File: config.mk
export PLATFORM = sky130hd
export DESIGN_NAME = rd_burst_split
export DESIGN_NICKNAME = d
export VERILOG_FILES = /design/src/hdl/reorder_pkg.sv /design/src/hdl/rd_burst_split.sv
export VERILOG_INCLUDE_DIRS = /design/src /design/src/hdl
export SDC_FILE = /design/constraint.sdc
export NUM_CORES = 1
export LEC_CHECK = 0
export ABC_AREA = 1
export BUFFER_PORTS_ARGS = -buffer_cell sky130_fd_sc_hd__buf_2
export CELL_PAD_IN_SITES_DETAIL_PLACEMENT = 1
export CELL_PAD_IN_SITES_GLOBAL_PLACEMENT = 1
export CORE_MARGIN = 10
export CORE_UTILIZATION = 31
export CTS_BUF_LIST = sky130_fd_sc_hd__clkbuf_8
export DETAILED_ROUTE_END_ITERATION = 7
export PLACE_DENSITY = 0.69
export SLEW_MARGIN = 10
export SYNTH_ARGS = -nofsm -noshare
export SYNTH_HDL_FRONTEND = slang
export SYNTH_SLANG_ARGS = --single-unit
File: constraint.sdc
create_clock -name aclk -period 7.1 [get_ports aclk]
set_input_delay 1.775 -clock aclk [delete_from_list [all_inputs] [get_ports aclk]]
set_output_delay 1.775 -clock aclk [all_outputs]
set_load 0.005 [all_outputs]
File: src/hdl/reorder_params.svh
`ifndef REORDER_PARAMS_SVH
`define REORDER_PARAMS_SVH

// width of a physical address on the coherent port
`define ECI_ADDR_WIDTH 40

// one cache line of data per beat
`define ECI_CL_WIDTH 1024

// line addresses step by this many bytes
`define ECI_CL_BYTES 128

// thread IDs in flight, also the reorder buffer depth
`define N_THREADS 32

// address bit that picks the virtual channel, so lines alternate
`define VC_SEL_BIT 7

`endif

File: src/hdl/reorder_pkg.sv
`default_nettype none

`include "reorder_params.svh"

package reorder_pkg;

    typedef logic [$clog2(`N_THREADS)-1:0] thread_id_t;

    localparam logic [1:0] RESP_OKAY = 2'b00;

    // arlen counts lines minus one, start address is line aligned
    typedef struct packed {
        logic [`ECI_ADDR_WIDTH-1:0] araddr;
        logic [7:0]                 arlen;
    } rd_burst_t;

    typedef struct packed {
        logic [`ECI_ADDR_WIDTH-1:0] addr;
        logic                       last;
    } rd_line_t;

    typedef struct packed {
        logic [`ECI_ADDR_WIDTH-1:0] addr;
        thread_id_t                 id;
    } vc_req_t;

    typedef struct packed {
        logic [`ECI_CL_WIDTH-1:0] data;
        thread_id_t               id;
    } vc_rsp_t;

    typedef struct packed {
        logic [`ECI_CL_WIDTH-1:0] rdata;
        logic [1:0]               rresp;
        logic                     rlast;
    } rd_rsp_t;

    // entry of the issue order queue
    typedef struct packed {
        thread_id_t id;
        logic       last;
    } ord_entry_t;

    typedef struct packed {
        logic [2:0] arsize;
        logic [1:0] arburst;
        logic       arlock;
        logic [3:0] arcache;
        logic [2:0] arprot;
    } ar_attr_t;

endpackage

`default_nettype wire

File: src/hdl/rd_burst_split.sv
`timescale 1ns/100ps
`default_nettype none

`include "reorder_params.svh"

module rd_burst_split (
    input  wire                    aclk,
    input  wire                    rst_n,

    input  wire reorder_pkg::rd_burst_t burst,
    input  wire                    ar_valid,
    output logic                   ar_ready,

    output reorder_pkg::rd_line_t  line,
    output logic                   line_valid,
    input  wire                    line_ready
);

    localparam int LINE_OFFSET = $clog2(`ECI_CL_BYTES);

    logic                       busy;
    logic [`ECI_ADDR_WIDTH-1:0] cur_addr;
    logic [7:0]                 remaining;
    logic                       accept;
    logic                       step;

    // a new burst is only taken once the previous one has drained
    assign ar_ready   = !busy;
    assign accept     = ar_valid && ar_ready;
    assign line_valid = busy;
    assign step       = line_valid && line_ready;

    assign line.addr = cur_addr;
    assign line.last = (remaining == 8'd0);

    always_ff @(posedge aclk or negedge rst_n) begin
        if (!rst_n) begin
            busy <= 1'b0;
        end else if (accept) begin
            busy <= 1'b1;
        end else if (step && line.last) begin
            busy <= 1'b0;
        end
    end

    always_ff @(posedge aclk) begin
        if (accept) begin
            cur_addr  <= burst.araddr;
            remaining <= burst.arlen;
        end else if (step && !line.last) begin
            cur_addr  <= cur_addr + `ECI_ADDR_WIDTH'(`ECI_CL_BYTES);
            remaining <= remaining - 8'd1;
        end
    end

    // the master must issue line aligned bursts
    a_line_aligned: assert property (@(posedge aclk) disable iff (!rst_n)
        accept |-> (burst.araddr[LINE_OFFSET-1:0] == '0))
        else $error("burst address %h is not line aligned", burst.araddr);

endmodule

`default_nettype wire

==> impl_metrics.sql, run 1 <==
INSERT INTO impl_metrics (metric_group, metric, value, unit) VALUES
('detailed_routing', 'antenna_left', '0', ''),
('clocking', 'cts_resized', '0', ''),
('sta', 'final_min_period_over_clock_period', '52.0', '%'),
('yosys', 'ffs_latches_synth', '49', ''),
('clocking', 'clk-insertion-delay-late', '0.31', 'ns'),
('clocking', 'cts_tree', 'yes', ''),
('die', 'area_enclosed_by_the_die_boundary', '0.0143', 'mm^2'),
('yosys', 'avgSynthCellArea', '7.52', 'um^2'),
('placed_design', 'placement.io_buffers', '94', ''),
('clocking', 'clockRootBuffer', 'clkbuf_8', ''),
('sta', 'setup_tns', '0', 'ns'),
('detailed_routing', 'first_iter_violations', '115', ''),
('pwr', 'p_sw_share', '28.5', '%'),
('sta', 'worst_slew_margin_rel', '50.8', '%'),
('placed_design', 'place_hpwl', '7.33', 'mm'),
('global_route', 'grt_first_pass_wirelength', '15.8', 'mm'),
('sta', 'slew_violations', '0', ''),
('placed_design', 'gpl.final_weighted_congestion', '0.854', ''),
('setup_path', 'crit_slowest_cell', 'buf_4', ''),
('die', 'die_h', '120', 'um'),
('worst_hold_path', 'hold_class', 'flip-flop to flip-flop', ''),
('setup_path', 'crit_type', 'input port to flip-flop', ''),
('pwr', 'power.sequential.fraction', '57.9', '%'),
('final_layout', 'final_net_count', '558', ''),
('pwr', 'total_switching_power', '182', 'uW'),
('yosys', 'synth_cell_types', '24', ''),
('setup_path', 'worstPathCellList', 'buf_2 -> inv_1 -> nor2_4 -> buf_4 -> inv_2 -> o21ai_4 -> buf_4', ''),
('sta', 'setup_viol', '0', ''),
('pwr', 'powerDensity', '169', 'mW/mm^2'),
('clocking', 'clockBufferDepth', '2', ''),
('yosys', 'ys_dominant_reg_cell', 'edfxtp_1', ''),
('pwr', 'intPower', '458', 'uW'),
('die', 'cell_row_count', '36', ''),
('die', 'floorplan.die.width', '120', 'um'),
('clocking', 'numCtsBuffers', '5', ''),
('sta', 'grt_setup_unrepaired', 'no', ''),
('setup_path', 'critical-path-top-delay-family', 'buffers and inverters', ''),
('setup_path', 'arrival', '3.65', 'ns'),
('clocking', 'cts-htree-levels', '2', ''),
('yosys', 'synth_edf_count', '48', ''),
('sta', 'hold_violations', '0', ''),
('sta', 'worstMarginPinSlew', '0.737', 'ns'),
('global_route', 'grt.overflow.total', '0', ''),
('setup_path', 'endpoint_kind', 'flip-flop', ''),
('yosys', 'async_flop_share', '2.04', '%'),
('detailed_routing', 'firstDrtPassIters', '4', ''),
('global_route', 'antenna_violations_before_repair', '0', ''),
('die', 'pin_count', '95', ''),
('die', 'start_util', '31.6', '%'),
('clocking', 'holdBufCountCts', '0', ''),
('job', 'max-cap-violations', '0', ''),
('setup_path', 'cpPeakStageDelay', '0.49', 'ns'),
('detailed_routing', 'routed_wire_length_per_instance', '15.0', 'um'),
('pwr', 'vdd_ir_drop_max', '76.5', 'uV'),
('clocking', 'cts.repair_timing.setup_buffer_count', '0', ''),
('final_layout', 'antenna_cells', '0', ''),
('outcome', 'outcome', 'completed', ''),
('yosys', 'synth_warnings', '0', ''),
('detailed_routing', 'dr_vias', '2883', ''),
('sta', 'final_period_minus_worst_setup_slack', '3.69', 'ns'),
('global_route', 'globalRouteTotalUtil', '13.4', '%'),
('yosys', 'syn_nets', '464', ''),
('pwr', 'power.leakage', '0.00172', 'uW'),
('yosys', 'synth_cells', '409', ''),
('clocking', 'number_of_sinks_handled_by_clock_tree_synthesis', '49', ''),
('sta', 'worst_hold_slack', '0.622', 'ns'),
('setup_path', 'worstPathBufferInverterCount', '5', ''),
('die', 'design.core.area', '0.00973', 'mm^2'),
('clocking', 'cts.reportedPaths.clkPinSlew', '0.09', 'ns'),
('final_layout', 'area_grow_syn2layout', '23.2', '%'),
('sta', 'timing.clock.skew', '0.00486', 'ns'),
('detailed_routing', 'vias_per_cell', '4.53', ''),
('pwr', 'clock_power_share', '26.3', '%'),
('setup_path', 'timing.critical_path.mode_cell', 'buf_4', ''),
('global_route', 'pin_count_of_the_biggest_net_entering_global_routing', '60', ''),
('setup_path', 'worstPathMaxFanout', '59', ''),
('detailed_routing', 'drt-total-wl', '9.54', 'mm'),
('pwr', 'comb_power_share', '15.8', '%'),
('detailed_routing', 'drcViolationCount', '0', ''),
('sta', 'max_clock_freq', '0.271', 'GHz'),
('final_layout', 'layout-drive-gt1-share', '25.0', '%'),
('setup_path', 'worst-endpoint-required', '7.06', 'ns'),
('yosys', 'synth-seq-area-share', '47.7', '%'),
('yosys', 'post_synth_instance_area', '0.00307', 'mm^2'),
('setup_path', 'critPathLaunchType', 'input port', ''),
('global_route', 'first_global_vias', '3139', '');
-- worst reg2reg max path, cell delays in order, from the launching register on --
cell     delay, ns
dfrtp_1       0.47
nor2_4        0.12
buf_4         0.49
inv_2         0.47
o21ai_4       0.21
buf_4         0.48
-- Yosys cell counts, drive strengths merged, types with 3 or more instances --
cell type,n,share of area (%)
a31oi,3,0.61
and2,3,0.61
buf,5,0.81
clkbuf,4,0.49
edfxtp,48,47
ha,3,1.2
inv,40,4.9
nand2,167,21
nand3,37,6.0
nor2,63,9.6
o21ai,15,2.4
or2,5,1.0
xor2,10,2.8
-- state kept, by name, indices dropped and copies added, names as in the netlist --
signal	count
remaining	8
line_valid	1
cur_addr	40
-- per-layer routing --
layer  track usage [%]  vias to the layer above  wire length (um)
li1                  -                     1486                 -
met1              16.1                     1322              4310
met5                 0                        -                 0
met3              4.27                        9               542
met2              23.0                       66              4610
met4              2.49                        0                75
-- metrics by stage --
step / instances / total power (uW) / instance area [um^2] / setup slack, ns / utilization, %
3_5_place_dp: 629 / 481 / 3700 / 3.00 / 38.1
3_3_place_gp: 629 / 476 / 3700 / 3.07 / 38.1
5_1_grt: 637 / 678 / 3790 / 3.19 / 38.9
2_1_floorplan: 409 / 429 / 3070 / 1.86 / -
6_report: 637 / 640 / 3790 / 3.41 / 38.9
4_1_cts: 637 / 649 / 3790 / 3.35 / 38.9
-- cell usage in the layout (no fill, tap or decap), types with 4 or more instances in the layout --
cell type / instances
nor2_4: 6
nand2_1: 163
nor2_2: 7
nor2_1: 50
inv_1: 39
xor2_1: 10
nand2_2: 4
buf_2: 94
clkbuf_8: 5
o21ai_0: 12
nand3_1: 37
edfxtp_1: 48
-- power groups by stage --
stage | Sequential (uW) | Combinational, uW | Clock (uW)
2_1_floorplan | 374 | 55.0 | 0
3_3_place_gp | 376 | 100 | 0
3_5_place_dp | 378 | 103 | 0
4_1_cts | 371 | 104 | 174
5_1_grt | 375 | 118 | 184
6_report | 371 | 101 | 168
-- final timing paths --
path / start / endpoint / slack, ns / cells past startpoint
setup / recovery: ar_valid / cur_addr[31]$_DFFE_PP_ / 3.41 / 7
hold / removal: remaining[0]$_DFFE_PP_ / remaining[0]$_DFFE_PP_ / 0.62 / 1
setup reg to reg: line_valid$_DFFE_PN0P_ / cur_addr[31]$_DFFE_PP_ / 4.49 / 5
hold reg to reg: remaining[0]$_DFFE_PP_ / remaining[0]$_DFFE_PP_ / 0.62 / 1
max in group asynchronous: rst_n / line_valid$_DFFE_PN0P_ / 5.80 / 1
min in group asynchronous: rst_n / line_valid$_DFFE_PN0P_ / 1.21 / 1
-- final cells by class --
class | count | area [um^2]
clock buffers | 5 | 68.8
clock inverters | 3 | 15.0
fillers | 1256 | 5940
inverters | 40 | 150
multi-input cells | 311 | 1430
flip-flops and latches | 49 | 1470
well taps | 133 | 166
repair buffers | 96 | 485
-- cell families after synthesis --
family,after synthesis,synth area share [%]
xor+xnor,12,3.42
buf+inv,49,6.19
flops,49,47.7
fa+ha+maj,3,1.22
simple gates,276,38.1
compound gates,20,3.38
(Power assumes the default switching activity.)
==> inputs of run 2 (changes only) <==
==> constraint.sdc (replaced) <==
create_clock -name aclk -period 3.4 [get_ports aclk]
set_input_delay 0.85 -clock aclk [delete_from_list [all_inputs] [get_ports aclk]]
set_output_delay 0.85 -clock aclk [all_outputs]
set_load 0.005 [all_outputs]
==> run 2 against run 1 <==
Against the previous run:
- sequential cell count is the same
- cell area increased by 1.0%
- sequential power grew 110%
==> impl_metrics.sql, run 2 (synthesized netlist as in run 1, its figures left out) <==
INSERT INTO impl_metrics (metric_group, metric, value, unit) VALUES
('sta', 'hold_violations', '0', ''),
('final_layout', 'mostFrequentLayoutCells', 'nand2_1, buf_2, nor2_1', ''),
('die', 'floorplan.die.width', '120', 'um'),
('final_layout', 'layout-drive-gt1-share', '25.5', '%'),
('pwr', 'power.leakage', '0.00173', 'uW'),
('setup_path', 'r2r_setup_slack', '1.41', 'ns'),
('detailed_routing', 'routed_wire_length_per_instance', '14.8', 'um'),
('detailed_routing', 'vias_per_cell', '4.56', ''),
('clocking', 'numCtsBuffers', '5', ''),
('detailed_routing', 'antenna_left', '0', ''),
('sta', 'max_clock_freq', '0.385', 'GHz'),
('clocking', 'cts.reportedPaths.clkPinSlew', '0.10', 'ns'),
('setup_path', 'crit_cells', '5', ''),
('sta', 'slew_violations', '0', ''),
('global_route', 'grt.overflow.total', '0', ''),
('setup_path', 'critPathLaunchType', 'flip-flop', ''),
('global_route', 'grt_first_pass_wirelength', '15.9', 'mm'),
('pwr', 'powerDensity', '372', 'mW/mm^2'),
('clocking', 'cts-htree-levels', '2', ''),
('setup_path', 'crit_slowest_cell', 'nor3_1', ''),
('final_layout', 'final_net_count', '559', ''),
('clocking', 'number_of_sinks_handled_by_clock_tree_synthesis', '49', ''),
('setup_path', 'timing.critical_path.mode_cell', 'inv_1', ''),
('placed_design', 'total_placed_instance_area', '0.00371', 'mm^2'),
('die', 'cell_row_count', '36', ''),
('clocking', 'cts_resized', '0', ''),
('sta', 'grt_setup_unrepaired', 'no', ''),
('clocking', 'clockRootBuffer', 'clkbuf_8', ''),
('final_layout', 'multiInputGateArea', '0.00143', 'mm^2'),
('final_layout', 'registers.top_by_ff_count', 'cur_addr', ''),
('pwr', 'total_switching_power', '387', 'uW'),
('pwr', 'vdd_ir_drop_max', '170', 'uV'),
('detailed_routing', 'drt-total-wl', '9.46', 'mm'),
('global_route', 'antenna_violations_before_repair', '0', ''),
('sta', 'final_min_period_over_clock_period', '76.3', '%'),
('setup_path', 'worstPathCellList', 'inv_1 -> ha_1 -> inv_1 -> nor3_1 -> buf_2', ''),
('sta', 'setup_viol', '0', ''),
('pwr', 'comb_power_share', '14.9', '%'),
('detailed_routing', 'drcViolationCount', '0', ''),
('global_route', 'pin_count_of_the_biggest_net_entering_global_routing', '42', ''),
('final_layout', 'finish.utilization', '39.3', '%'),
('setup_path', 'worst-endpoint-required', '2.55', 'ns'),
('placed_design', 'placement.io_buffers', '94', ''),
('clocking', 'cts.repair_timing.setup_buffer_count', '0', ''),
('setup_path', 'reg2reg_depth', '4', ''),
('clocking', 'holdBufCountCts', '0', ''),
('setup_path', 'crit_type', 'flip-flop to output pin', ''),
('final_layout', 'area_grow_syn2layout', '24.4', '%'),
('sta', 'worstMarginPinSlew', '0.553', 'ns'),
('setup_path', 'worstPathBufferInverterCount', '3', ''),
('clocking', 'cts_tree', 'yes', ''),
('die', 'design.core.area', '0.00973', 'mm^2'),
('pwr', 'intPower', '1040', 'uW'),
('setup_path', 'arrival', '1.74', 'ns'),
('pwr', 'clock_power_share', '30.8', '%'),
('setup_path', 'endpoint_kind', 'output pin', ''),
('final_layout', 'antenna_cells', '0', ''),
('die', 'pin_count', '95', ''),
('clocking', 'clockBufferDepth', '2', ''),
('final_layout', 'seqCellArea', '0.00147', 'mm^2'),
('sta', 'worst_slew_margin_rel', '62.8', '%'),
('sta', 'timing.clock.skew', '0.00869', 'ns'),
('clocking', 'clk-insertion-delay-late', '0.32', 'ns'),
('job', 'max-cap-violations', '0', ''),
('setup_path', 'worstPathMaxFanout', '4', ''),
('worst_hold_path', 'hold_class', 'input port to async pin', ''),
('global_route', 'first_global_vias', '3167', ''),
('detailed_routing', 'first_iter_violations', '73', ''),
('placed_design', 'gpl.final_weighted_congestion', '0.847', ''),
('detailed_routing', 'dr_vias', '2910', ''),
('setup_path', 'critical-path-top-delay-family', 'simple AND/OR/NAND/NOR gates', ''),
('final_layout', 'nFillCells', '1274', ''),
('sta', 'final_period_minus_worst_setup_slack', '2.59', 'ns'),
('pwr', 'p_sw_share', '27.2', '%'),
('die', 'start_util', '31.6', '%'),
('pwr', 'power.sequential.fraction', '54.3', '%'),
('setup_path', 'cpPeakStageDelay', '0.48', 'ns'),
('global_route', 'globalRouteTotalUtil', '13.4', '%'),
('final_layout', 'largest_reg_flops', '40', ''),
('sta', 'setup_slack', '0.805', 'ns'),
('final_layout', 'final_std_cell_area_no_fill', '0.00382', 'mm^2'),
('placed_design', 'place_hpwl', '7.41', 'mm'),
('detailed_routing', 'firstDrtPassIters', '4', ''),
('die', 'die_h', '120', 'um'),
('final_layout', 'mostFrequentLayoutCell', 'nand2_1', ''),
('sta', 'setup_tns', '0', 'ns'),
('outcome', 'outcome', 'completed', ''),
('placed_design', 'dp_worst_setup_slack', '0.891', 'ns'),
('die', 'area_enclosed_by_the_die_boundary', '0.0143', 'mm^2');
[run 2: changes by cell type in the layout (fill, tap and decap cells not counted), sizes merged]
cell / before / now
buf: 96 / 97
bufinv: 0 / 1
clkinv: 0 / 1
inv: 42 / 40
[run 2: path summary, 6_finish.rpt]
check | endpoint | startpoint
max reg2reg | cur_addr[19]$_DFFE_PP_ | line_valid$_DFFE_PN0P_
min in group aclk | remaining[0]$_DFFE_PP_ | remaining[0]$_DFFE_PP_
max | line[0] | remaining[0]$_DFFE_PP_
min reg2reg | remaining[0]$_DFFE_PP_ | remaining[0]$_DFFE_PP_
max in group asynchronous | line_valid$_DFFE_PN0P_ | rst_n
min | line_valid$_DFFE_PN0P_ | rst_n
[run 2: area by class of cell]
cell class | count | area share, %
well taps | 133 | 4.35
inverters | 40 | 3.93
clock buffers | 5 | 1.80
flip-flops and latches | 49 | 38.3
clock inverters | 3 | 1.21
repair buffers | 97 | 12.9
multi-input cells | 311 | 37.5
[run 2: routing by layer]
| layer | global-route usage (%) | share of wire [%] | up-vias |
|---|---|---|---|
| met5 | 0 | 0 | - |
| met4 | 3.39 | 1.4 | 0 |
| met3 | 4.13 | 6.4 | 8 |
| met2 | 23.4 | 49 | 70 |
| met1 | 15.7 | 44 | 1342 |
| li1 | - | - | 1490 |
[run 2: power groups by stage]
stage	Combinational (uW)	Clock, uW	Sequential, uW
4_1_cts	217	453	773
5_1_grt	247	474	782
2_1_floorplan	115	0	780
3_5_place_dp	215	0	787
3_3_place_gp	207	0	784
6_report	211	439	773
[run 2: metrics by stage]
step                total power [uW]  hold WS, ns  instances
floorplan                        894        0.554        409
global placement                 992        0.588        630
detailed placement              1000        0.592        630
CTS                             1440        0.274        638
global route                    1500        0.261        638
finish                          1420        0.286        638
