$ cat src/hdl/reorder_params.svh
`ifndef REORDER_PARAMS_SVH
`define REORDER_PARAMS_SVH

// width of a physical address on the coherent port
`define ECI_ADDR_WIDTH 40

// one cache line of data per beat
`define ECI_CL_WIDTH 1024

// line addresses step by this many bytes
`define ECI_CL_BYTES 128

// thread IDs in flight, also the reorder buffer depth
`define N_THREADS 32

// address bit that picks the virtual channel, so lines alternate
`define VC_SEL_BIT 7

`endif

$ cat src/hdl/reorder_pkg.sv
`default_nettype none

`include "reorder_params.svh"

package reorder_pkg;

    typedef logic [$clog2(`N_THREADS)-1:0] thread_id_t;

    localparam logic [1:0] RESP_OKAY = 2'b00;

    // arlen counts lines minus one, start address is line aligned
    typedef struct packed {
        logic [`ECI_ADDR_WIDTH-1:0] araddr;
        logic [7:0]                 arlen;
    } rd_burst_t;

    typedef struct packed {
        logic [`ECI_ADDR_WIDTH-1:0] addr;
        logic                       last;
    } rd_line_t;

    typedef struct packed {
        logic [`ECI_ADDR_WIDTH-1:0] addr;
        thread_id_t                 id;
    } vc_req_t;

    typedef struct packed {
        logic [`ECI_CL_WIDTH-1:0] data;
        thread_id_t               id;
    } vc_rsp_t;

    typedef struct packed {
        logic [`ECI_CL_WIDTH-1:0] rdata;
        logic [1:0]               rresp;
        logic                     rlast;
    } rd_rsp_t;

    // entry of the issue order queue
    typedef struct packed {
        thread_id_t id;
        logic       last;
    } ord_entry_t;

    typedef struct packed {
        logic [2:0] arsize;
        logic [1:0] arburst;
        logic       arlock;
        logic [3:0] arcache;
        logic [2:0] arprot;
    } ar_attr_t;

endpackage

`default_nettype wire

$ cat src/hdl/stage_fifo.sv
`timescale 1ns/100ps
`default_nettype none

module stage_fifo #(
    parameter type payload_t = logic [7:0],
    parameter int  DEPTH     = 4
) (
    input  wire      aclk,
    input  wire      rst_n,

    input  wire      payload_t in_data,
    input  wire      in_valid,
    output logic     in_ready,

    output payload_t out_data,
    output logic     out_valid,
    input  wire      out_ready
);

    localparam int PTR_W = $clog2(DEPTH);
    localparam int CNT_W = $clog2(DEPTH + 1);

    payload_t         mem [DEPTH];
    logic [PTR_W-1:0] wr_ptr;
    logic [PTR_W-1:0] rd_ptr;
    logic [CNT_W-1:0] count;
    logic             push;
    logic             pop;

    assign in_ready  = (count != CNT_W'(DEPTH));
    assign out_valid = (count != '0);
    assign out_data  = mem[rd_ptr];
    assign push      = in_valid && in_ready;
    assign pop       = out_valid && out_ready;

    always_ff @(posedge aclk) begin
        if (push) begin
            mem[wr_ptr] <= in_data;
        end
    end

    always_ff @(posedge aclk or negedge rst_n) begin
        if (!rst_n) begin
            wr_ptr <= '0;
            rd_ptr <= '0;
            count  <= '0;
        end else begin
            if (push) begin
                wr_ptr <= (wr_ptr == PTR_W'(DEPTH - 1)) ? '0 : wr_ptr + 1'b1;
            end
            if (pop) begin
                rd_ptr <= (rd_ptr == PTR_W'(DEPTH - 1)) ? '0 : rd_ptr + 1'b1;
            end
            if (push && !pop) begin
                count <= count + 1'b1;
            end else if (pop && !push) begin
                count <= count - 1'b1;
            end
        end
    end

    // nothing may be pushed into a full queue
    a_no_push_full: assert property (@(posedge aclk) disable iff (!rst_n)
        in_valid |-> in_ready)
        else $error("stage_fifo written while full");

endmodule

`default_nettype wire

$ cat src/hdl/rd_vc_dispatch.sv
`timescale 1ns/100ps
`default_nettype none

`include "reorder_params.svh"

module rd_vc_dispatch (
    input  wire                       aclk,
    input  wire                       rst_n,

    input  wire reorder_pkg::rd_line_t line,
    input  wire                       line_valid,
    output logic                      line_ready,

    output reorder_pkg::vc_req_t      vc_req [2],
    output logic [1:0]                req_valid,
    input  wire  [1:0]                req_ready,

    output logic                      ord_push,
    output reorder_pkg::thread_id_t   ord_id,
    output logic                      ord_last,

    input  wire                       release_valid,
    input  wire reorder_pkg::thread_id_t release_id
);

    import reorder_pkg::*;

    localparam int VC_FIFO_DEPTH = 4;

    logic [`N_THREADS-1:0] in_use;
    thread_id_t            free_id;
    logic                  id_avail;
    logic                  vc_sel;
    logic [1:0]            fifo_ready;
    logic                  take;
    vc_req_t               fifo_in;

    // lowest free ID wins
    always_comb begin
        free_id  = '0;
        id_avail = 1'b0;
        for (int i = `N_THREADS - 1; i >= 0; i--) begin
            if (!in_use[i]) begin
                free_id  = thread_id_t'(i);
                id_avail = 1'b1;
            end
        end
    end

    assign vc_sel     = line.addr[`VC_SEL_BIT];
    assign line_ready = id_avail && fifo_ready[vc_sel];
    assign take       = line_valid && line_ready;

    assign fifo_in.addr = line.addr;
    assign fifo_in.id   = free_id;

    assign ord_push = take;
    assign ord_id   = free_id;
    assign ord_last = line.last;

    always_ff @(posedge aclk or negedge rst_n) begin
        if (!rst_n) begin
            in_use <= '0;
        end else begin
            if (release_valid) begin
                in_use[release_id] <= 1'b0;
            end
            if (take) begin
                in_use[free_id] <= 1'b1;
            end
        end
    end

    for (genvar i = 0; i < 2; i++) begin : g_vc
        stage_fifo #(
            .payload_t(vc_req_t),
            .DEPTH    (VC_FIFO_DEPTH)
        ) i_vc_fifo (
            .aclk     (aclk),
            .rst_n    (rst_n),
            .in_data  (fifo_in),
            .in_valid (take && (vc_sel == 1'(i))),
            .in_ready (fifo_ready[i]),
            .out_data (vc_req[i]),
            .out_valid(req_valid[i]),
            .out_ready(req_ready[i])
        );
    end

    // the reorder buffer only hands back IDs that were allocated here
    a_release_in_use: assert property (@(posedge aclk) disable iff (!rst_n)
        release_valid |-> in_use[release_id])
        else $error("released thread ID %0d was not in use", release_id);

endmodule

`default_nettype wire

$ cat config.mk
export PLATFORM = sky130hd
export DESIGN_NAME = rd_vc_dispatch
export DESIGN_NICKNAME = d
export VERILOG_FILES = /design/src/hdl/reorder_pkg.sv /design/src/hdl/stage_fifo.sv /design/src/hdl/rd_vc_dispatch.sv
export VERILOG_INCLUDE_DIRS = /design/src /design/src/hdl
export SDC_FILE = /design/constraint.sdc
export NUM_CORES = 1
export LEC_CHECK = 0
export BUFFER_PORTS_ARGS = -buffer_cell sky130_fd_sc_hd__buf_2
export CAP_MARGIN = 20
export CELL_PAD_IN_SITES_DETAIL_PLACEMENT = 1
export CELL_PAD_IN_SITES_GLOBAL_PLACEMENT = 2
export CORE_MARGIN = 1.5
export CORE_UTILIZATION = 25
export CTS_CLUSTER_SIZE = 10
export DETAILED_ROUTE_END_ITERATION = 16
export PLACE_DENSITY = 0.54
export SETUP_SLACK_MARGIN = 0.15
export SKIP_LAST_GASP = 1
export SLEW_MARGIN = 20
export SYNTH_ARGS = -nofsm -noshare
export SYNTH_HDL_FRONTEND = slang
export SYNTH_SLANG_ARGS = --single-unit
$ cat constraint.sdc
create_clock -name aclk -period 2.61 [get_ports aclk]
set_input_delay 0.1305 -clock aclk [delete_from_list [all_inputs] [get_ports aclk]]
set_output_delay 0.1305 -clock aclk [all_outputs]
set_load 0.01 [all_outputs]
==> impl_results.md, run 1 <==
* Total vias in the final route at 8359
* Synth area leader: edfxtp_1
* FF/Latch Area at 12000 um2
* Post-synthesis area per instance at 20.4 um2
* CTS sink count at 406
* Part of the power in combinational logic at 30.8%
* Clock Skew at 0.0239 ns
* Crit path max fanout at 5
* Int Power at 14.5 mW
* Switching fraction of total power at 31.8%
* Worst path top cell family by delay: compound AO/OA/AOI/OAI gates
* Top cells by area, synth: edfxtp_1 (69%), mux4_2 (13%), dfrtp_1 (7.3%), o21ai_0 (1.9%), ha_1 (0.96%)
* Fin Setup TNS at 0 ns
* YS warnings at 0
* Latest clock arrival within the worst-skew pair at 0.59 ns
* Synth Instances at 770
* Post-route clock period utilization at 92.5%
* Largest net degree at the start of global routing at 48
* Share of layout cells above drive strength 1 at 38.3%
* CP max stage cell: dfrtp_1
* Overflow after GRT at 0
* Final Hold Viols at 0
* Top layer in use: met4
* CP arrival at 2.28 ns
* Full die area at 64200 um2
* First-pass GRT wire length at 61400 um
* VDD IR max at 445 uV
* Ys flop type: edfxtp_1
* Crit-path max cell delay at 0.37 ns
* Crit path capture type: primary output
* Initial core utilization at 25.3%
* Inserted Diodes at 0
* Final net count at 1112
* Routed Antenna Nets at 0
* CP cell instances: buf_4 > inv_1 > o21ai_0 > a21oi_1 > a2bb2oi_1 > o21a_2 > nand2_1 > inv_2 > buf_2
* Number of global-route vias before repair at 9102
* TritonRoute pass-1 iters at 4
* Crit Path Class: reg -> out
* Buffers on Ports at 149
* Flop pwr share at 39.9%
* CTS tree: built
* Area grow syn2layout at 26.7%
* Slew @ Worst Pin at 0.741 ns
* Status: complete, no violations
* Mapped cell area at 15700 um2
* Post-route minimum period at 2.41 ns
* Final Max Slew Viols at 0
* Critical Path Source: in_use[13]$_DFF_PN0_
* Most used standard cell by instance count after synthesis: edfxtp_1
* Number of buffers created by CTS at 49
* WL final at 42100 um
* GRT Overall Usage at 13.1%
* Required time of the worst setup path at 2.48 ns
* Flip-flop and latch count after synthesis at 406
* Rows at 91
* Die Height at 253 um
* Clock network power share at 29.3%
* Maxcap violations at 0
* Lkg Pwr at 6.76 nW
* Post-synth top area share at 69.0%
* Seq/Total Area, Yosys at 76.3%
* Yosys cell types at 56
* Min-delay src: req_ready[0]
* RSZ-0062 raised after global routing: yes
* Fmax at 0.414 GHz
* Worst Setup Start Kind: register
* Placer congestion estimate at 0.788
* Area of the multi-input gates at 3630 um2
* Vias per cell at 4.39
* Area after DPL at 17600 um2
* Clk pin slew, worst setup/hold paths at 0.05 ns
* DR DRC count at 0
* Tot Pwr at 21.3 mW
* EDFF count, synth at 360
* Fin area at 19900 um2
* Metal2 WL at 19800 um
* R2r setup slk at 0.20 ns
* Met1 WL at 19100 um
* Crit path buf inv count at 4
* Root buf cell: clkbuf_16
* Die Wd at 253 um
* DP Wirelength at 25600 um
* Routed wl met3 at 2280 um
* Asr flop ratio synth at 11.3%
* WL per Instance at 22.1 um
* Core box area at 61800 um2
* # H-tree levels at 2
* Top cells by count, synth: edfxtp_1 (360), mux4_2 (90), o21ai_0 (59)
* Reg2reg start: in_use[2]$_DFF_PN0_
* Number of DRC markers in iteration 0 at 528
* Post-Syn Nets at 836
* Fill cells at 6306
* Hold Crit Class: in -> reg
* Net Sw Power at 6.79 mW
* Initial antenna violation count at 3
* Power density over the cells at 1070 nW/um2
* Slew HR at 50.6%
* Clock buffer depth at 3
* Ports at 152
* Final-report setup violation count at 0
## stage by stage
step / hold WS [ns] / setup slack (ns) / utilization (%) / instances
floorplan: -0.165 / 0.132 / - / 770
global placement: 0.166 / 0.149 / 28.5 / 1756
detailed placement: 0.167 / 0.111 / 28.5 / 1756
CTS: 0.00251 / 0.0708 / 31.8 / 1886
global route: 0.0166 / 0.0887 / 32.1 / 1905
finish: 0.0157 / 0.196 / 32.1 / 1905
## tightest hold or removal path, cell delays in order
cell and delay [ns]:
buf_2 0.10, nand2_1 0.18, a21o_1 0.15
## path summary, 6_finish.rpt
path / endpoint / cells after the start
max in group asynchronous: g_vc[0].i_vc_fifo.rd_ptr[0]$_DFFE_PN0P_ / 3
max: ord_id[0] / 9
min: g_vc[0].i_vc_fifo.rd_ptr[0]$_DFFE_PN0P_ / 3
max reg2reg: g_vc[1].i_vc_fifo.count[1]$_DFFE_PN0P_ / 9
min reg2reg: g_vc[0].i_vc_fifo.count[2]$_DFFE_PN0P_ / 1
min in group asynchronous: in_use[21]$_DFF_PN0_ / 2
## power by group through the flow
stage	logic [mW]	clock network (mW)	registers (mW)
floorplan	3.71	0	8.34
global placement	6.09	0	8.84
detailed placement	6.09	0	8.87
CTS	6.48	6.46	8.63
global route	7.14	6.68	8.62
finish	6.57	6.25	8.52
## layout by cell type, fill, tap and decap left out, types with 3 or more instances in the layout
master / n
and2_4: 8
edfxtp_1: 360
clkbuf_1: 12
clkbuf_16: 49
mux4_2: 90
buf_6: 3
clkinv_2: 4
dfrtp_2: 3
or3b_2: 3
nor3_1: 4
mux2_2: 4
inv_2: 4
nand3b_1: 7
ha_1: 10
o21a_1: 3
dlygate4sd3_1: 44
dfrtp_1: 39
nand3_1: 12
dfrtp_4: 4
o21ai_2: 4
or3_1: 3
nand4_1: 8
buf_4: 42
a21oi_1: 4
inv_1: 12
and2_1: 3
o21ai_0: 59
o21ai_1: 10
xor2_1: 4
buf_12: 8
nor2_1: 11
buf_2: 149
nand2_1: 29
and2_2: 7
## timing repair
action / in CTS / in global routing
pin swaps: 9 / 10
hold buffers: 44 / 0
buffers inserted: 10 / 15
cloned: 3 / 4
gates resized for setup: 7 / 9
setup endpoints to repair: 246 / 207
endpoints found under the hold margin: 377 / 0
## final cells by class
class	count	share of cell area [%]
Timing Repair Buffer	246	8.54
Clock buffer	61	6.40
Clock inverter	12	0.832
Multi-Input combinational cell	327	18.3
Inverter	16	0.303
Tap cell	837	5.28
Sequential cell	406	60.3
## metal layers
layer  vias to the layer above  global-route usage [%]
li1                       3683                       -
met1                      4427                    18.0
met2                       202                    20.8
met3                        47                    2.64
met4                         0                    3.87
met5                         -                       0
## state kept, by name, indices dropped and copies added (netlist names)
| signal | cells |
|---|---|
| g_vc.i_vc_fifo.count | 6 |
| g_vc.i_vc_fifo.mem | 360 |
| g_vc.i_vc_fifo.rd_ptr | 4 |
| in_use | 32 |
| g_vc.i_vc_fifo.wr_ptr | 4 |
## cells by family after synthesis
kind of cell,synth area share (%)
buffers and inverters,1.34
adder cells (fa/ha/maj),1.21
AND/OR/NAND/NOR,3.85
flip-flops,76.3
AO/OA/AOI/OAI,3.70
multiplexers,13.2
XOR/XNOR,0.335
Note: power is estimated with default switching activity, not from simulation.
==> run 2, diff against run 1 <==
--- a/config.mk
+++ b/config.mk
@@ -6,6 +6,7 @@
 export SDC_FILE = /design/constraint.sdc
 export NUM_CORES = 1
 export LEC_CHECK = 0
+export ABC_AREA = 1
 export BUFFER_PORTS_ARGS = -buffer_cell sky130_fd_sc_hd__buf_2
 export CAP_MARGIN = 20
 export CELL_PAD_IN_SITES_DETAIL_PLACEMENT = 1
@@ -14,7 +15,7 @@
 export CORE_UTILIZATION = 25
 export CTS_CLUSTER_SIZE = 10
 export DETAILED_ROUTE_END_ITERATION = 16
-export PLACE_DENSITY = 0.54
+export PLACE_DENSITY = 0.58
 export SETUP_SLACK_MARGIN = 0.15
 export SKIP_LAST_GASP = 1
 export SLEW_MARGIN = 20
==> run 2 against run 1 <==
The run now ends with negative setup slack left. Critical path depth increased by 25. Flip-flop and latch count stayed put. Sequential power fell by 4.9%. Sequential share of layout area decreased by 2.0 points. Worst hold slack better by 0.037 ns. Count of clock-buffer cells in the layout up 4. Critical path type unchanged. Largest power group is now combinational logic. Highest routed layer is now met5.
==> impl_results.md, run 2 <==
* Final Max Slew Viols at 0 (unchanged)
* Clock buffer depth at 3 (unchanged)
* Crit path max fanout at 2 (-3)
* Worst Setup Start Kind: register
* Root buf cell: clkbuf_16
* Rows at 92 (+1.1%)
* CP arrival at 2.76 ns (+0.48 ns)
* Final-report setup violation count at 17 (+17)
* Post-synthesis area per instance at 13.0 um2 (-36%)
* CTS sink count at 406 (unchanged)
* Post-route minimum period at 2.89 ns (+0.480 ns)
* Min setup slack post-route at -0.284 ns (-0.480 ns)
* Reg2reg end: in_use[24]$_DFF_PN0_
* Routed Antenna Nets at 0 (unchanged)
* Vias per cell at 4.59 (+4.5%)
* Ys flop type: edfxtp_1
* Die Wd at 255 um (+0.82%)
* Status: finished, violations left
* Clock Skew at 0.0186 ns (-0.00522 ns)
* Number of DRC markers in iteration 0 at 512 (-3.0%)
* WL final at 48400 um (+15%)
* TritonRoute pass-1 iters at 4 (unchanged)
* # H-tree levels at 2 (unchanged)
* Total vias in the final route at 10800 (+29%)
* EDFF count, synth at 360 (unchanged)
* Largest register by flop count: g_vc.i_vc_fifo.mem
* Max reg flops at 360 (unchanged)
* Crit-path max cell delay at 0.37 ns (about the same)
* Failing checks: negative setup slack
* Placer congestion estimate at 0.772 (-2.0%)
* Hold Path End: in_use[16]$_DFF_PN0_
* Initial core utilization at 25.3% (-0.090 points)
* DR DRC count at 0 (unchanged)
* Share of layout cells above drive strength 1 at 22.4% (-16 points)
* Slew HR at 47.8% (-2.8 points)
* Hold Crit Class: in -> reg
* Top cells by count, synth: edfxtp_1 (360), o21ai_0 (220), nor2_1 (214)
* Core Util, Final at 32.5% (+0.40 points)
* Initial antenna violation count at 1 (-2)
* Top cells by area, synth: edfxtp_1 (68%), dfrtp_1 (7.2%), o21ai_0 (6.9%), nor2_1 (5.0%), o22ai_1 (3.5%)
* Most common cell after layout, fill and taps aside: edfxtp_1
* Crit Path Class: reg -> out
* Fmax at 0.346 GHz (-17%)
* Lkg Pwr at 7.24 nW (+7.1%)
* Final std cells w/o fill at 2358 (+24%)
* Power density over the cells at 1110 nW/um2 (+3.5%)
* Overflow after GRT at 0 (unchanged)
* Most frequent cells in the layout: edfxtp_1 (360), o21ai_0 (219), nor2_1 (201)
* Area grow syn2layout at 28.7%
* GRT Overall Usage at 14.8% (+1.7 points)
* WL per Instance at 20.5 um (-7.0%)
* Clk pin slew, worst setup/hold paths at 0.06 ns (about the same)
* CTS tree: built
* Fin area at 20500 um2 (+3.3%)
* Tot Pwr at 22.8 mW (+6.9%)
* Critical Path Source: in_use[31]$_DFF_PN0_
* Fin Setup TNS at -1.09 ns (-1.09 ns)
* Flip-flop and latch count after synthesis at 406 (unchanged)
* FF/Latch Area at 12000 um2 (about the same)
* CP max stage cell: dfrtp_1
* Final Hold Viols at 0 (unchanged)
* Die Height at 255 um (+0.82%)
* Inserted Diodes at 0 (unchanged)
* Post-Syn Nets at 1296 (+55%)
* Area of the multi-input gates at 3710 um2 (+2.2%)
* Final net count at 1556 (+40%)
* Regs by FF count: g_vc.i_vc_fifo.mem: 360 flops, in_use: 32 flops, g_vc.i_vc_fifo.count: 6 flops
* R2r setup slk at -0.07 ns (-0.27 ns)
* Crit path capture type: primary output
* Fill cells at 6837 (+8.4%)
* Synth area leader: edfxtp_1
* Full die area at 65200 um2 (+1.6%)
* Hold Path Stages at 4 (+1)
* VDD IR max at 474 uV (+6.4%)
* Mapped cell area at 15900 um2 (+1.7%)
* Yosys cell types at 31 (-45%)
* Most used standard cell by instance count after synthesis: edfxtp_1
* Ports at 152 (unchanged)
* Post-synth top area share at 67.9% (-1.1 points)
* Placed Cells at 2208 (+26%)
* Slew @ Worst Pin at 0.783 ns (+0.0420 ns)
* Number of global-route vias before repair at 11200 (+23%)
* RSZ-0062 raised after global routing: yes
* Path depth of the worst reg2reg path at 37 (+28)
* Number of buffers created by CTS at 48 (-2.0%)
* First-pass GRT wire length at 73500 um (+20%)
* Area after DPL at 18200 um2 (+2.9%)
* Largest net degree at the start of global routing at 93 (+94%)
* Latest clock arrival within the worst-skew pair at 0.58 ns (about the same)
* Worst path most repeated cell: nand2_1
* Core box area at 63100 um2 (+2.0%)
* Required time of the worst setup path at 2.48 ns (about the same)
* Synth Instances at 1230 (+60%)
* Maxcap violations at 0 (unchanged)
* Post-route clock period utilization at 111% (+18 points)
* YS warnings at 0 (unchanged)
* Seq/Total Area, Yosys at 75.1% (-1.3 points)
* DP Wirelength at 29900 um (+17%)
* Min-delay src: release_id[4]
* Buffers on Ports at 149 (unchanged)
* Reg2reg start: in_use[31]$_DFF_PN0_
* Asr flop ratio synth at 11.3% (unchanged)
run 2: changes by cell type in the layout (fill, tap and decap cells not counted), moves of 9 or more:
cell     delta
nor2_4     +11
inv_1      +24
o21ai_0   +160
nand3_1    +17
nand3_2     +9
mux4_2     -90
buf_12     +17
o22ai_1    +89
nand2_1    +52
nand4_1    +13
nor2_1    +190
run 2: cells by family (layout without fill, tap and decap cells):
group | Yosys count | after routing | share of synthesized area [%]
simple gates | 366 | 366 | 9.50
compound gates | 326 | 326 | 11.1
flops | 406 | 406 | 75.1
fa+ha+maj | 14 | 14 | 1.19
buf+inv | 114 | 396 | 2.93
xor+xnor | 4 | 4 | 0.220
run 2: repair_timing:
| action | CTS | global route |
|---|---|---|
| setup endpoints to repair | 106 | 231 |
| gates cloned | 1 | 1 |
| hold endpoints to repair | 356 | 0 |
| pin swaps | 8 | 17 |
| hold buffers | 45 | 0 |
| resized for setup | 18 | 37 |
| setup buffers | 17 | 14 |
run 2: worst max-delay path: cells and delay by family, from the launching register on:
kind | cells | cell delay (ns)
buf+inv | 3 | 0.19
flops | 1 | 0.37
simple gates | 31 | 1.61
run 2: report_power, final:
group	total (mW)	internal, mW	switching, mW
logic	8.72	3.07	5.65
registers	8.10	7.86	0.245
clock network	6.00	3.46	2.53
run 2: per-layer routing:
layer / part of all wire [%] / global-route usage [%] / vias to the layer above
met1: 45 / 19.6 / 5520
met3: 5.1 / 3.55 / 75
met2: 48 / 24.3 / 183
met4: 1.9 / 3.44 / 2
li1: - / - / 5033
met5: 0.014 / 0 / -
run 2: cell type report:
cell class	instances	area share (%)
Clock inverter	7	0.354
Tap cell	846	5.16
Clock buffer	65	6.22
Timing Repair Buffer	275	10.7
Inverter	49	1.06
Sequential cell	406	58.4
Multi-Input combinational cell	710	18.1
run 2: worst max-delay path by stage:
stage / end / slack, ns / cells past startpoint
6_report: ord_id[0] / -0.28 / 34
2_1_floorplan: g_vc[0].i_vc_fifo.mem[0][0]$_DFFE_PP_ / 0.15 / 12
5_1_grt: ord_id[0] / -0.69 / 34
4_1_cts: ord_id[0] / -0.36 / 34
3_3_place_gp: ord_id[0] / 0.03 / 34
3_5_place_dp: g_vc[0].i_vc_fifo.count[2]$_DFFE_PN0P_ / 0.06 / 16
run 2: stage by stage:
stage,setup slack [ns],hold slack [ns]
after floorplan,0.151,-0.165
after global placement,0.0297,0.232
after detailed placement,0.0595,0.242
after CTS,-0.363,0.00542
after global routing,-0.685,0.0645
final,-0.284,0.0525
==> run 3, diff against run 2 <==
--- a/config.mk
+++ b/config.mk
@@ -11,10 +11,12 @@
 export CAP_MARGIN = 20
 export CELL_PAD_IN_SITES_DETAIL_PLACEMENT = 1
 export CELL_PAD_IN_SITES_GLOBAL_PLACEMENT = 2
+export CORE_ASPECT_RATIO = 1.5
 export CORE_MARGIN = 1.5
 export CORE_UTILIZATION = 25
 export CTS_CLUSTER_SIZE = 10
 export DETAILED_ROUTE_END_ITERATION = 16
+export MAX_ROUTING_LAYER = met4
 export PLACE_DENSITY = 0.58
 export SETUP_SLACK_MARGIN = 0.15
 export SKIP_LAST_GASP = 1
==> run 3 against run 2 <==
The run still ends with negative setup slack left. Die area hardly changed. Setup slack worse by 0.045 ns. Final cell count is 1.7% lower. First-iteration DRC count is 7.0% lower. Wire length is 2.8% higher. Global-route usage is 0.78 points higher. Flip-flop and latch count stayed put. Core utilization is 0.19 points lower. Via count hardly changed. Cell area is 0.39% lower. Sequential power hardly changed. Critical endpoint unchanged. Largest power group unchanged. Highest routed layer is now met4.
==> impl_results.md, run 3 (synthesized netlist as in run 2, its figures left out) <==
* Die Wd at 209 um (-18%)
* Crit path max fanout at 2 (unchanged)
* DP Wirelength at 30300 um (+1.2%)
* # H-tree levels at 2 (unchanged)
* Stages on worst setup path at 34 (unchanged)
* Buffers on Ports at 149 (unchanged)
* Placed Cells at 2174 (-1.5%)
* Ports at 152 (unchanged)
* CTS sink count at 406 (unchanged)
* Hold Crit Class: in -> async
* Slew @ Worst Pin at 0.568 ns (-0.215 ns)
* Largest net degree at the start of global routing at 93 (unchanged)
* Power density over the cells at 1100 nW/um2 (-1.0%)
* Number of DRC markers in iteration 0 at 476 (-7.0%)
* Clk pin slew, worst setup/hold paths at 0.06 ns (about the same)
* Core box area at 63200 um2 (+0.19%)
* Final std cells w/o fill at 2317 (-1.7%)
* Maxcap violations at 0 (unchanged)
* Fmax at 0.340 GHz (-1.5%)
* Fin area at 20400 um2 (-0.39%)
* Routed Antenna Nets at 0 (unchanged)
* Path depth of the worst reg2reg path at 37 (unchanged)
* Post-route clock period utilization at 113% (+1.7 points)
* Regs by FF count: g_vc.i_vc_fifo.mem: 360 flops, in_use: 32 flops, g_vc.i_vc_fifo.count: 6 flops
* Worst path top cell family by delay: simple AND/OR/NAND/NOR gates
* Latest clock arrival within the worst-skew pair at 0.57 ns (about the same)
* Number of global-route vias before repair at 11600 (+3.0%)
* Max reg flops at 360 (unchanged)
* Tot Pwr at 22.5 mW (-1.4%)
* Required time of the worst setup path at 2.48 ns (about the same)
* Final Hold Viols at 0 (unchanged)
* Number of buffers created by CTS at 48 (unchanged)
* First-pass GRT wire length at 73400 um (-0.10%)
* Clock Skew at 0.0180 ns (-0.000580 ns)
* Clock buffer depth at 3 (unchanged)
* Vias per cell at 4.67 (+1.8%)
* Final Max Slew Viols at 0 (unchanged)
* Min setup slack post-route at -0.329 ns (-0.0454 ns)
* Crit path capture type: primary output
* Status: finished, violations left
* DR DRC count at 0 (unchanged)
* Final net count at 1557 (+0.064%)
* WHS at 0.0700 ns (+0.0175 ns)
* Lkg Pwr at 7.22 nW (-0.23%)
* Post-route minimum period at 2.94 ns (+0.0454 ns)
* Die Height at 312 um (+22%)
* Area after DPL at 18200 um2 (+0.32%)
* Inserted Diodes at 0 (unchanged)
* Fill cells at 6771 (-0.97%)
* TritonRoute pass-1 iters at 4 (unchanged)
* Initial antenna violation count at 0 (-1)
* Full die area at 65300 um2 (about the same)
* Rows at 113 (+23%)
* Largest register by flop count: g_vc.i_vc_fifo.mem
* VDD IR max at 727 uV (+54%)
* GRT Overall Usage at 15.5% (+0.78 points)
* Most frequent cells in the layout: edfxtp_1 (360), o21ai_0 (219), nor2_1 (202)
* Initial core utilization at 25.2% (-0.048 points)
* FF/Latch Area at 12000 um2 (unchanged)
* Root buf cell: clkbuf_16
* CP max stage cell: dfrtp_1
* WL per Instance at 21.5 um (+4.6%)
* WL final at 49700 um (+2.8%)
* Area grow syn2layout at 28.2%
* Most common cell after layout, fill and taps aside: edfxtp_1
* Worst path most repeated cell: nand2_1
* Crit path buf inv count at 3 (unchanged)
* Total vias in the final route at 10800 (+0.055%)
* Final-report setup violation count at 17 (unchanged)
* Area of the multi-input gates at 3670 um2 (-1.2%)
* Overflow after GRT at 0 (unchanged)
* CP arrival at 2.81 ns (+0.05 ns)
* CTS tree: built
* Crit Path Class: reg -> out
* Placer congestion estimate at 0.764 (-1.0%)
* Share of layout cells above drive strength 1 at 22.2% (-0.13 points)
* RSZ-0062 raised after global routing: yes
* Crit-path max cell delay at 0.38 ns (about the same)
* Slew HR at 62.1% (+14 points)
* Worst Setup Start Kind: register
* Failing checks: negative setup slack
[run 3: final timing paths]
kind	startpoint	endpoint	slack, ns
min reg2reg	in_use[7]$_DFF_PN0_	in_use[7]$_DFF_PN0_	0.55
max in group asynchronous	rst_n	in_use[6]$_DFF_PN0_	1.83
max	in_use[31]$_DFF_PN0_	ord_id[0]	-0.33
min	rst_n	in_use[0]$_DFF_PN0_	0.07
max reg2reg	in_use[31]$_DFF_PN0_	in_use[8]$_DFF_PN0_	-0.11
min in group aclk	release_id[2]	in_use[5]$_DFF_PN0_	0.10
[run 3: worst reg2reg max path, delay by kind of cell (launching register included)]
kind / cells / cell delay (ns)
and+or+nand+nor: 33 / 1.77
buffers and inverters: 4 / 0.47
DFF: 1 / 0.38
[run 3: final cells by class]
| cell class | instances | share of cell area (%) |
|---|---|---|
| Multi-Input combinational cell | 710 | 18.0 |
| Timing Repair Buffer | 276 | 10.8 |
| Sequential cell | 406 | 58.6 |
| Clock inverter | 6 | 0.355 |
| Clock buffer | 65 | 6.29 |
| Inverter | 49 | 1.02 |
| Tap cell | 805 | 4.93 |
[run 3: what timing repair did]
action,in CTS,in global routing
setup buffers,12,8
gates resized for setup,15,25
endpoints found under the setup margin,383,262
pin swaps,8,15
hold endpoints to repair,350,0
gates cloned,1,4
hold buffers,47,0
[run 3: where the power goes]
group | internal [mW] | switching, mW | leakage (nW)
logic | 2.89 | 5.47 | 2.71
clock network | 3.49 | 2.54 | 0.659
registers | 7.86 | 0.245 | 3.85
total | 14.2 | 8.26 | 7.22
[run 3: through the flow]
stage,setup slack [ns],setup TNS (ns),util [%]
after floorplan,0.151,0,-
final,-0.329,-1.88,32.3
after detailed placement,-0.0249,-0.0323,28.8
after global placement,0.00218,0,28.8
after CTS,-0.408,-1.25,32.0
after global routing,-0.736,-16.95,32.3
[run 3: metal layers]
layer	wire, um	GRT usage [%]	vias to the layer above
met1	19700	16.8	5550
met3	1920	2.91	71
met4	1130	4.48	0
met5	0	-	-
li1	-	-	5030
met2	27000	28.7	168
